### config.mk
export PLATFORM = sky130hd
export DESIGN_NAME = pixelCore
export DESIGN_NICKNAME = d
export VERILOG_FILES = /design/src/hw/coreCfgPkg.sv /design/src/hw/isaPkg.sv /design/src/hw/decodeIf.sv /design/src/hw/pixelCore.sv /design/src/hw/executeStage.sv /design/src/hw/decodeStage.sv /design/src/hw/registerFile.sv /design/src/hw/controlUnit.sv /design/src/hw/instrIntake.sv
export SDC_FILE = /design/constraint.sdc
export NUM_CORES = 1
export LEC_CHECK = 0
export BUFFER_PORTS_ARGS = -buffer_cell sky130_fd_sc_hd__buf_2
export CAP_MARGIN = 20
export CELL_PAD_IN_SITES_DETAIL_PLACEMENT = 0
export CELL_PAD_IN_SITES_GLOBAL_PLACEMENT = 1
export CORE_MARGIN = 1
export CORE_UTILIZATION = 47
export CTS_CLUSTER_DIAMETER = 200
export DETAILED_ROUTE_END_ITERATION = 12
export GPL_TIMING_DRIVEN = 0
export PLACE_DENSITY = 0.79
export SYNTH_ARGS = -nofsm -noshare
export SYNTH_HDL_FRONTEND = slang
export SYNTH_HIERARCHICAL = 1
export SYNTH_SLANG_ARGS = --single-unit
### constraint.sdc
create_clock -name clk -period 3.8 [get_ports clk]
set_input_delay 0.38 -clock clk [delete_from_list [all_inputs] [get_ports clk]]
set_output_delay 0.38 -clock clk [all_outputs]
set_load 0.05 [all_outputs]
### src/hw/coreCfgPkg.sv
package coreCfgPkg;

    localparam int DataWidth      = 18;
    localparam int RegAddrWidth   = 5;
    localparam int RegCount       = 32;
    localparam int PixelAddrWidth = 13;
    localparam int ColourWidth    = 2;

    typedef logic [DataWidth-1:0]      dataT;      // Register value
    typedef logic [RegAddrWidth-1:0]   regAddrT;
    typedef logic [PixelAddrWidth-1:0] pixelAddrT; // Frame address
    typedef logic [ColourWidth-1:0]    colourT;

endpackage

### src/hw/isaPkg.sv
package isaPkg;

    localparam int InstrWidth = 33;

    localparam int InmBit       = 32; // Immediate form flag
    localparam int ClassHi      = 31;
    localparam int OpHi         = 29;
    localparam int Rs1Hi        = 27;
    localparam int Rs2Hi        = 22; // Also rd in immediate form
    localparam int RdRegHi      = 4;  // rd in register form
    localparam int ImmShortHi   = 12;
    localparam int ImmFullHi    = 17;
    localparam int RegFieldWidth = Rs1Hi - Rs2Hi;

    typedef logic [InstrWidth-1:0] instrT;

    typedef enum logic [1:0] {
        ClassAlu      = 2'b00,
        ClassImmShift = 2'b01,
        ClassPixel    = 2'b10,
        ClassNop      = 2'b11
    } instrClassE;

    // Low half follows the op field of classes 00 and 01
    typedef enum logic [2:0] {
        AluAdd, AluSub, AluAnd, AluOr, AluPass, AluShl, AluShr, AluSlt
    } aluOpE;

    typedef enum logic {
        ImmShort13,
        ImmFull18
    } immSrcE;

    function automatic logic isMoveImm(instrT instr);
        return instr[ClassHi -: 2] == ClassImmShift && instr[OpHi -: 2] == 2'b00;
    endfunction

    // Destination field for immediate form or move-immediate, else the low field
    function automatic logic [RegFieldWidth-1:0] destField(instrT instr);
        if (instr[InmBit] || isMoveImm(instr)) begin
            return instr[Rs2Hi -: RegFieldWidth];
        end
        return instr[RdRegHi -: RegFieldWidth];
    endfunction

endpackage
### src/hw/decodeIf.sv
interface decodeIf;

    logic                valid;
    isaPkg::aluOpE       aluOp;
    logic                aluSrcImm;  // Second operand from immediate
    logic                regWrite;
    logic                pixelWrite;
    coreCfgPkg::colourT  colour;
    coreCfgPkg::regAddrT rd;
    coreCfgPkg::dataT    rs1Value;
    coreCfgPkg::dataT    rs2Value;
    coreCfgPkg::dataT    immValue;   // Already extended

    modport decode(
        output valid, aluOp, aluSrcImm, regWrite, pixelWrite,
        output colour, rd, rs1Value, rs2Value, immValue
    );

    modport execute(
        input valid, aluOp, aluSrcImm, regWrite, pixelWrite,
        input colour, rd, rs1Value, rs2Value, immValue
    );

endinterface

### src/hw/pixelCore.sv
module pixelCore (
    input  logic                  clk,
    input  logic                  rst,
    input  logic                  req,
    input  isaPkg::instrT         instr,
    output logic                  ack,
    output logic                  pixelValid,
    output coreCfgPkg::pixelAddrT pixelAddr,
    output coreCfgPkg::dataT      pixelData,
    output coreCfgPkg::colourT    pixelColour
);

    isaPkg::instrT       instrCaptured;
    logic                instrValid;
    logic                wbEnable;
    coreCfgPkg::regAddrT wbAddr;
    coreCfgPkg::dataT    wbData;

    decodeIf decBus ();

    instrIntake instrIntakeInst (
        .clk       (clk),
        .rst       (rst),
        .req       (req),
        .instr     (instr),
        .ack       (ack),
        .instrOut  (instrCaptured),
        .instrValid(instrValid),
        .wbEnable  (wbEnable),    // Clears scoreboard
        .wbAddr    (wbAddr)
    );

    decodeStage decodeStageInst (
        .clk       (clk),
        .rst       (rst),
        .instr     (instrCaptured),
        .instrValid(instrValid),
        .wbEnable  (wbEnable),
        .wbAddr    (wbAddr),
        .wbData    (wbData),
        .dec       (decBus.decode)
    );

    executeStage executeStageInst (
        .clk        (clk),
        .rst        (rst),
        .dec        (decBus.execute),
        .wbEnable   (wbEnable),
        .wbAddr     (wbAddr),
        .wbData     (wbData),
        .pixelValid (pixelValid),
        .pixelAddr  (pixelAddr),
        .pixelData  (pixelData),
        .pixelColour(pixelColour)
    );

endmodule

### src/hw/executeStage.sv
module executeStage (
    input  logic                  clk,
    input  logic                  rst,
    decodeIf.execute              dec,
    output logic                  wbEnable,
    output coreCfgPkg::regAddrT   wbAddr,
    output coreCfgPkg::dataT      wbData,
    output logic                  pixelValid,
    output coreCfgPkg::pixelAddrT pixelAddr,
    output coreCfgPkg::dataT      pixelData,
    output coreCfgPkg::colourT    pixelColour
);

    coreCfgPkg::dataT      operandB;
    coreCfgPkg::dataT      aluResult;
    coreCfgPkg::dataT      addrSum;
    coreCfgPkg::pixelAddrT storeAddr;

    assign operandB  = dec.aluSrcImm ? dec.immValue : dec.rs2Value;
    assign addrSum   = dec.rs1Value + dec.immValue;
    assign storeAddr = addrSum[coreCfgPkg::PixelAddrWidth-1:0]; // Wraps to frame size

    always_comb begin
        aluResult = '0;
        case (dec.aluOp)
            isaPkg::AluAdd:  aluResult = dec.rs1Value + operandB;
            isaPkg::AluSub:  aluResult = dec.rs1Value - operandB;
            isaPkg::AluAnd:  aluResult = dec.rs1Value & operandB;
            isaPkg::AluOr:   aluResult = dec.rs1Value | operandB;
            isaPkg::AluPass: aluResult = operandB;
            isaPkg::AluShl:  aluResult = dec.rs1Value << operandB[3:0];
            isaPkg::AluShr:  aluResult = dec.rs1Value >> operandB[3:0]; // Logical
            isaPkg::AluSlt:  aluResult[0] = $signed(dec.rs1Value) < $signed(operandB);
            default:         aluResult = '0;
        endcase
    end

    always_ff @(posedge clk or negedge rst) begin
        if (!rst) begin
            wbEnable   <= 1'b0;
            pixelValid <= 1'b0;
        end else begin
            wbEnable   <= dec.valid && dec.regWrite;
            pixelValid <= dec.valid && dec.pixelWrite; // Single cycle per store
        end
    end

    always_ff @(posedge clk) begin
        wbAddr      <= dec.rd;
        wbData      <= aluResult;
        pixelAddr   <= storeAddr;
        pixelData   <= dec.rs2Value;
        pixelColour <= dec.colour;
    end

endmodule

### src/hw/decodeStage.sv
module decodeStage (
    input logic                clk,
    input logic                rst,
    input isaPkg::instrT       instr,
    input logic                instrValid,
    input logic                wbEnable,
    input coreCfgPkg::regAddrT wbAddr,
    input coreCfgPkg::dataT    wbData,
    decodeIf.decode            dec
);

    localparam int SignBits = coreCfgPkg::DataWidth - isaPkg::ImmShortHi - 1;

    logic                regWrite;
    logic                aluSrcImm;
    logic                pixelWrite;
    isaPkg::aluOpE       aluOp;
    isaPkg::immSrcE      immSrc;
    coreCfgPkg::regAddrT rs1Addr;
    coreCfgPkg::regAddrT rs2Addr;
    coreCfgPkg::dataT    rs1Value;
    coreCfgPkg::dataT    rs2Value;
    coreCfgPkg::dataT    immExt;

    assign rs1Addr = instr[isaPkg::Rs1Hi -: coreCfgPkg::RegAddrWidth];
    assign rs2Addr = instr[isaPkg::Rs2Hi -: coreCfgPkg::RegAddrWidth];

    controlUnit controlUnitInst (
        .instrClass(isaPkg::instrClassE'(instr[isaPkg::ClassHi -: 2])),
        .op        (instr[isaPkg::OpHi -: 2]),
        .inm       (instr[isaPkg::InmBit]),
        .regWrite  (regWrite),
        .aluSrcImm (aluSrcImm),
        .pixelWrite(pixelWrite),
        .aluOp     (aluOp),
        .immSrc    (immSrc)
    );

    registerFile registerFileInst (
        .clk        (clk),
        .rst        (rst),
        .readAddr1  (rs1Addr),
        .readAddr2  (rs2Addr),
        .writeAddr  (wbAddr),
        .writeEnable(wbEnable),
        .writeData  (wbData),
        .readData1  (rs1Value),
        .readData2  (rs2Value)
    );

    always_comb begin
        if (immSrc == isaPkg::ImmFull18) begin
            immExt = instr[isaPkg::ImmFullHi:0];
        end else begin
            immExt = {{SignBits{instr[isaPkg::ImmShortHi]}}, instr[isaPkg::ImmShortHi:0]};
        end
    end

    always_ff @(posedge clk or negedge rst) begin
        if (!rst) begin
            dec.valid      <= 1'b0;
            dec.regWrite   <= 1'b0;
            dec.pixelWrite <= 1'b0;
        end else begin
            dec.valid      <= instrValid;
            dec.regWrite   <= regWrite;
            dec.pixelWrite <= pixelWrite;
        end
    end

    always_ff @(posedge clk) begin
        dec.aluOp     <= aluOp;
        dec.aluSrcImm <= aluSrcImm;
        dec.colour    <= coreCfgPkg::colourT'(instr[isaPkg::OpHi -: 2]); // Store colour is op
        dec.rd        <= isaPkg::destField(instr);
        dec.rs1Value  <= rs1Value;
        dec.rs2Value  <= rs2Value;
        dec.immValue  <= immExt;
    end

endmodule

### src/hw/registerFile.sv
module registerFile (
    input  logic                clk,
    input  logic                rst,
    input  coreCfgPkg::regAddrT readAddr1,
    input  coreCfgPkg::regAddrT readAddr2,
    input  coreCfgPkg::regAddrT writeAddr,
    input  logic                writeEnable,
    input  coreCfgPkg::dataT    writeData,
    output coreCfgPkg::dataT    readData1,
    output coreCfgPkg::dataT    readData2
);

    coreCfgPkg::dataT regs [coreCfgPkg::RegCount];

    assign readData1 = regs[readAddr1]; // No write bypass
    assign readData2 = regs[readAddr2];

    always_ff @(posedge clk or negedge rst) begin
        if (!rst) begin
            for (int i = 0; i < coreCfgPkg::RegCount; i++) begin
                regs[i] <= '0;
            end
        end else if (writeEnable && writeAddr != '0) begin
            regs[writeAddr] <= writeData; // r0 stays zero
        end
    end

endmodule

### src/hw/controlUnit.sv
module controlUnit (
    input  isaPkg::instrClassE instrClass,
    input  logic [1:0]         op,
    input  logic               inm,
    output logic               regWrite,
    output logic               aluSrcImm,
    output logic               pixelWrite,
    output isaPkg::aluOpE      aluOp,
    output isaPkg::immSrcE     immSrc
);

    always_comb begin
        regWrite   = 1'b0;
        aluSrcImm  = 1'b0;
        pixelWrite = 1'b0;
        aluOp      = isaPkg::AluAdd;
        immSrc     = isaPkg::ImmShort13;
        case (instrClass)
            isaPkg::ClassAlu: begin
                regWrite  = 1'b1;
                aluSrcImm = inm;
                aluOp     = isaPkg::aluOpE'({1'b0, op}); // add, sub, and, or
            end
            isaPkg::ClassImmShift: begin
                regWrite = 1'b1;
                aluOp    = isaPkg::aluOpE'({1'b1, op}); // pass, shl, shr, slt
                if (op == 2'b00) begin
                    aluSrcImm = 1'b1; // Move-immediate
                    immSrc    = isaPkg::ImmFull18;
                end else begin
                    aluSrcImm = inm;
                end
            end
            isaPkg::ClassPixel: begin
                pixelWrite = 1'b1;
                aluSrcImm  = 1'b1; // Address offset
            end
            default: begin
                // No-op keeps every enable low
                regWrite   = 1'b0;
                pixelWrite = 1'b0;
            end
        endcase
    end

endmodule

### src/hw/instrIntake.sv
module instrIntake (
    input  logic                clk,
    input  logic                rst,
    input  logic                req,
    input  isaPkg::instrT       instr,
    output logic                ack,
    output isaPkg::instrT       instrOut,
    output logic                instrValid,
    input  logic                wbEnable,
    input  coreCfgPkg::regAddrT wbAddr
);

    typedef enum logic {
        Idle,
        WaitReqLow
    } stateE;

    stateE                           state;
    logic [coreCfgPkg::RegCount-1:0] pending; // Writes still in flight
    isaPkg::instrClassE              instrClass;
    coreCfgPkg::regAddrT             src1;
    coreCfgPkg::regAddrT             src2;
    coreCfgPkg::regAddrT             dest;
    logic                            writesReg;
    logic                            hazard;
    logic                            capture;

    assign instrClass = isaPkg::instrClassE'(instr[isaPkg::ClassHi -: 2]);
    assign src1       = instr[isaPkg::Rs1Hi -: coreCfgPkg::RegAddrWidth];
    assign src2       = instr[isaPkg::Rs2Hi -: coreCfgPkg::RegAddrWidth];
    assign dest       = isaPkg::destField(instr);
    assign writesReg  = instrClass == isaPkg::ClassAlu || instrClass == isaPkg::ClassImmShift;

    // Conservative: any field that may name a register blocks intake
    assign hazard  = pending[src1] | pending[src2] | pending[dest];
    assign capture = state == Idle && req && !hazard;
    assign ack     = state == WaitReqLow;

    always_ff @(posedge clk or negedge rst) begin
        if (!rst) begin
            state      <= Idle;
            instrValid <= 1'b0;
        end else begin
            instrValid <= capture; // One cycle pulse
            case (state)
                Idle: begin
                    if (capture) begin
                        state <= WaitReqLow;
                    end
                end
                WaitReqLow: begin
                    if (!req) begin
                        state <= Idle; // Drops ack
                    end
                end
                default: state <= Idle;
            endcase
        end
    end

    always_ff @(posedge clk or negedge rst) begin
        if (!rst) begin
            pending <= '0;
        end else begin
            if (wbEnable) begin
                pending[wbAddr] <= 1'b0;
            end
            if (capture && writesReg && dest != '0) begin
                pending[dest] <= 1'b1; // r0 never waits
            end
        end
    end

    always_ff @(posedge clk) begin
        if (capture) begin
            instrOut <= instr;
        end
    end

endmodule

### Word level (Yosys, flattened, before mapping)

Cells that the tools add are included.

* $add $sub $neg: 3
* shifts and indexed selects: 2
* multiplexer cells: 41
* divide/modulo/power cells: 0
* equality and inequality tests: 10
* bitwise logic cells: 11
* $mul: 0
* reduce and logical (&&, ||, !) cells: 24
* order comparisons: 11

Operator list (number)
* $bwmux 576: 1
* $bmux 18 s5: 2
* $mux 18: 7
* $pmux 17 s7: 1
* $demux 18 s5: 1
* $mux 32: 2
* $and 32x32->32: 1
* $not 32->32: 1
* $or 32x32->32: 1
* $lt 5x6->1 const B: 4
* $mux 5: 4
* $add 18x18->18: 1
* $and 18x18->18: 1
* $ge 6x6->1 const B: 3
* $lt 18x18->1: 1
* $not 5->6: 3
* $or 18x18->18: 1
* $shl 18x4->18: 1
* $shr 18x4->18: 1
* $sub 18x18->18: 1
* $bmux 1 s5: 3
* $mux 1: 14
* $add 13x13->13: 1
* $eq 3x3->1 const B: 4
* 20 further kinds: 42

* bits in writable memories: 0
* bits in latches: 0
* memory bits (read-only): 0
* memories: 0
* register bits: 769
* input bits: 36

### Depth between registers and ports, before layout

* depth after elaboration: 13
* gate-level depth with buffers: 15
* gate-level depth less buffers: 12

### Cells and area by module

Netlist, hierarchy kept.

Modules (own cells, without submodules)
* registerFile: cells an instance 2569, area each 31677.9 um^2, sequential area each 14413.8 um^2, times used 1
* executeStage: cells an instance 782, area each 5964.5 um^2, sequential area each 1171.1 um^2, times used 1
* instrIntake: cells an instance 369, area each 4240.3 um^2, sequential area each 1841.8 um^2, times used 1
* decodeStage: cells an instance 86, area each 1506.4 um^2, sequential area each 1376.3 um^2, times used 1
* controlUnit: cells an instance 7, area each 65.1 um^2, sequential area each 0.0 um^2, times used 1

### Least setup slack after synthesis

Ideal clock, no wire load.

* path kind: input to register
* start: in instr[31]
* end: reg instrIntakeInst.instrOut[0], enable pin
* data arrival time: 4022 ps
* slack: -646 ps
* stages: 11
* data required time: 3376 ps
* cell sequence: buf_6 or4b_1 buf_4 nand2_1 buf_6 mux2i_2 o22ai_1 o21bai_2 o2111ai_4 buf_4 nor2_1

* cells in the longest elaborated chain, start to end: 10

Ends and longest elaborated chain
* start: declaration: line pixelCore.sv:5 `input isaPkg::instrT instr,`
* $eq 2x1->1: line isaPkg.sv:35 `return instr[ClassHi -: 2] == ClassImmShift && instr[OpHi -: 2] == 2'b00;`
* $logic_and 1x1->1: line isaPkg.sv:35
* $logic_or 1x1->1: line isaPkg.sv:40 `if (instr[InmBit] || isMoveImm(instr)) begin`
* $mux 1: line isaPkg.sv:40
* $mux 5: line isaPkg.sv:43 `return instr[RdRegHi -: RegFieldWidth];`
* $bmux 1 s5: line instrIntake.sv:35 `assign hazard = pending[src1] | pending[src2] | pending[dest];`
* $mux 1 (implied by the code): line instrIntake.sv:35
* $or 1x1->1: line instrIntake.sv:35
* $logic_not 1->1: line instrIntake.sv:36 `assign capture = state == Idle && req && !hazard;`
* $logic_and 1x1->1: line instrIntake.sv:36
* named net instrIntakeInst.capture: line instrIntake.sv:26 `logic capture;`
* end signal: assignment: line instrIntake.sv:76 `instrOut <= instr;`
* end: declaration: line instrIntake.sv:7 `output isaPkg::instrT instrOut,`

The timed path passes the listed nets, and every way through them passes these cells. The select of a mux whose other input is x is not followed.
A chain may end at the register's enable or synchronous reset.

### Worst setup path after layout

* start: reg decodeStageInst.dec.aluSrcImm
* end: reg executeStageInst.wbData[6]

* cells in the longest elaborated chain, start to end: 3

Ends and longest elaborated chain
* start: declaration: line decodeIf.sv:15 `output valid, aluOp, aluSrcImm, regWrite, pixelWrite,`
* $mux 18 (*): line executeStage.sv:19 `assign operandB = dec.aluSrcImm ? dec.immValue : dec.rs2Value;`
* $sub 18x18->18 (tied with other cells): line executeStage.sv:27 `isaPkg::AluSub: aluResult = dec.rs1Value - operandB;`
* $pmux 17 s7 (*): line executeStage.sv:25 `case (dec.aluOp)`
* end signal: assignment: line executeStage.sv:50 `wbData <= aluResult;`
* end: declaration: line executeStage.sv:7 `output coreCfgPkg::dataT wbData,`

Mark *: on every way between the ends. The rest lies on a longest branch, timed or not.

==> qor.csv <==
metric;value;unit
status;complete, no violations;
cp-start-kind;register;
gpl.final_weighted_congestion;1.014;
yosysMostFrequentCell;mux2i_1;
wl;154.5;mm
cp.required;4.25;ns
antenna_found_initial;8;
worst-setup-path-type;reg2reg;
setup_viol;0;
port-buffer-count;70;
synthFlopType;dfrtp_1;
rsz0062_at_grt;false;
synthCells;3813;
ys_warn_count;6;
start_util;0.4741;
synth_edf_count;33;
first_global_vias;33350;
synth_area;43450;um^2
min_period_over_period;0.9910;
die-height;306.1;um
tightest_slew;1.277;ns
ys_seq_elements;769;
clk_path_buf_depth;3;
grt_usage;0.3259;
nets;4116;
htreeDepth;3;
worstPathMaxFanout;12;
relSlewSlack;0.1423;
core_area;91660;um^2
syn-num-nets;3920;
first_pass_iters;6;
grt_start_max_net_pins;121;
postRouteAntennaNets;0;
synth_top_area_cell;dfrtp_1;
wl_per_cell;29.32;um
cts.sinks;769;
grt_overflow_total;0;
synth_cell_types;107;
skew;0.03931;ns
root_buffer;clkbuf_16;
power;19220;uW
end_kind;register;
rows;111;
finalHoldViolCount;0;
yosysSeqAreaShare;0.4327;
num_vias;33900;
fin_setup_tns;0;ns
synth_common_cells;mux2i_1, dfrtp_1, mux2_2, nand2_1, clkbuf_1;
syn_area_per_cell;11.40;um^2
clk_pin_slew;0.06;ns
p_leak;0.02304;uW
cts_buffers;85;
fin_crit;3.766;ns
max_freq;265.5;MHz
layout.cells.non_filler;5268;
fin_util;0.5353;
drv_slew;0;
arrival;4.21;ns
die_x;306.1;um
synth_area_leaders;dfrtp_1, mux2i_1, mux2_2;
hold_ws;0.03601;ns
drive_gt1_frac;0.2642;
clock_latency;0.67;ns
top_level_ports;71;
routed_via_density;6.436;
area_growth_syn_to_layout;12.92;%
synthArstFlopShare;0.7997;
route.detailed.drc;0;
hpwl;114.6;mm
hp-class;in2reg;
synth_top_area_frac;0.3542;
ir_drop;0.3414;mV
grt_pass1_wl;225.3;mm
cts_tree;built;
p_per_area;391.6;nW/um^2
max_cap_viol_count;0;
drtIter0Drc;3672;
dp_cells;5079;
die_area;93680;um^2
-- stage by stage --
step / area (um^2) / setup WS (ns)
2_1_floorplan: 43460 / 0.2687
3_3_place_gp: 45300 / -10.70
3_5_place_dp: 45500 / -1.012
4_1_cts: 48950 / 0.02237
5_1_grt: 49060 / 0.01824
6_report: 49070 / 0.03402
-- final timing paths --
path / start / endpoint / slack [ns] / cells past startpoint
max: decodeStageInst/dec.aluSrcImm$_DFF_P_ / executeStageInst/wbData[6]$_SDFF_PN0_ / 0.03 / 11
min in group asynchronous: rst / decodeStageInst/registerFileInst/regs[461]$_DFFE_PN0P_ / 0.38 / 3
min reg2reg: decodeStageInst/dec.colour[0]$_DFF_P_ / executeStageInst/pixelColour[0]$_DFF_P_ / 0.33 / 0
min: instr[25] / instrIntakeInst/instrOut[25]$_DFFE_PP_ / 0.04 / 1
max reg2reg: decodeStageInst/dec.aluSrcImm$_DFF_P_ / executeStageInst/wbData[6]$_SDFF_PN0_ / 0.03 / 11
max in group asynchronous: rst / decodeStageInst/registerFileInst/regs[31]$_DFFE_PN0P_ / 1.80 / 5
-- power breakdown --
part	internal, uW	switching (uW)
combinational	528	1170
clock	5440	3520
sequential	8380	175
total	14300	4870
-- layer usage --
layer  up-vias  routed length, um  track usage  share of wire
met5         -                 66            0        0.00043
met4        10               8620       0.1730          0.056
met3       373              12650      0.05136          0.082
met2      1559              67680       0.4875           0.44
met1     17340              65460       0.4545           0.42
li1      14630                  -            -              -
-- cell type report --
class | count | area [um^2]
Sequential cell | 769 | 18800
Multi-Input combinational cell | 2647 | 22950
Clock buffer | 123 | 2515
Buffer | 324 | 1638
Clock inverter | 36 | 529.3
Tap cell | 1186 | 1484
Antenna cell | 1 | 2.502
Fill cell | 8032 | 42600
Timing Repair Buffer | 115 | 885.9
Inverter | 67 | 256.5
-- critical path, cell delays in order (launching register included) --
cell,delay (ns)
dfxtp_2,0.39
buf_8,0.19
mux2i_4,0.33
buf_2,0.37
clkbuf_1,0.57
ha_1,0.37
nor2_1,0.13
nand2_1,0.09
o21ai_0,0.30
o221ai_1,0.39
a21oi_1,0.06
o21ai_0,0.36
-- registers in the layout, indices dropped and copies added (netlist names), 18 cells and up --
signal / flops
decodeStageInst/dec.immValue: 18
decodeStageInst/dec.rs1Value: 18
decodeStageInst/dec.rs2Value: 18
decodeStageInst/registerFileInst/regs: 576
executeStageInst/pixelData: 18
executeStageInst/wbData: 18
instrIntakeInst/instrOut: 33
instrIntakeInst/pending: 32
-- kinds of logic after synthesis --
logic type	share of synthesized area
fa+ha+maj	0.02096
flops	0.4327
buf+inv	0.04333
xor+xnor	0.002822
mux	0.3005
compound gates	0.1185
simple gates	0.08111
-- what timing repair did --
| action | in CTS | in global routing |
|---|---|---|
| hold endpoints to repair | 137 | 0 |
| gates resized for setup | 32 | 20 |
| buffers inserted | 2 | 3 |
| gates cloned | 0 | 1 |
| pin swaps | 4 | 3 |
| endpoints found under the setup margin | 21 | 43 |
| hold buffers | 27 | 0 |
-- cells in the final DEF, fill, tap and decap left out, drive strengths merged, types with 27 or more instances in the layout --
cell         synthesis  final
mux2i              640    640
buf                169    252
dfrtp              615    615
nand4               42     42
dlygate4sd3          0     27
nand2b              30     30
a31oi               50     50
a22o                72     72
dfxtp              121    121
a22oi              158    158
nand2              189    189
ha                  68     68
inv                 66     73
a21oi              137    137
mux2               564    564
nor3                64     64
o21ai               85     85
o41ai               30     30
nand3              106    106
clkbuf             162    283
nor2               113    114
edfxtp              33     33
No activity file was read; power rests on OpenSTA's default activity.
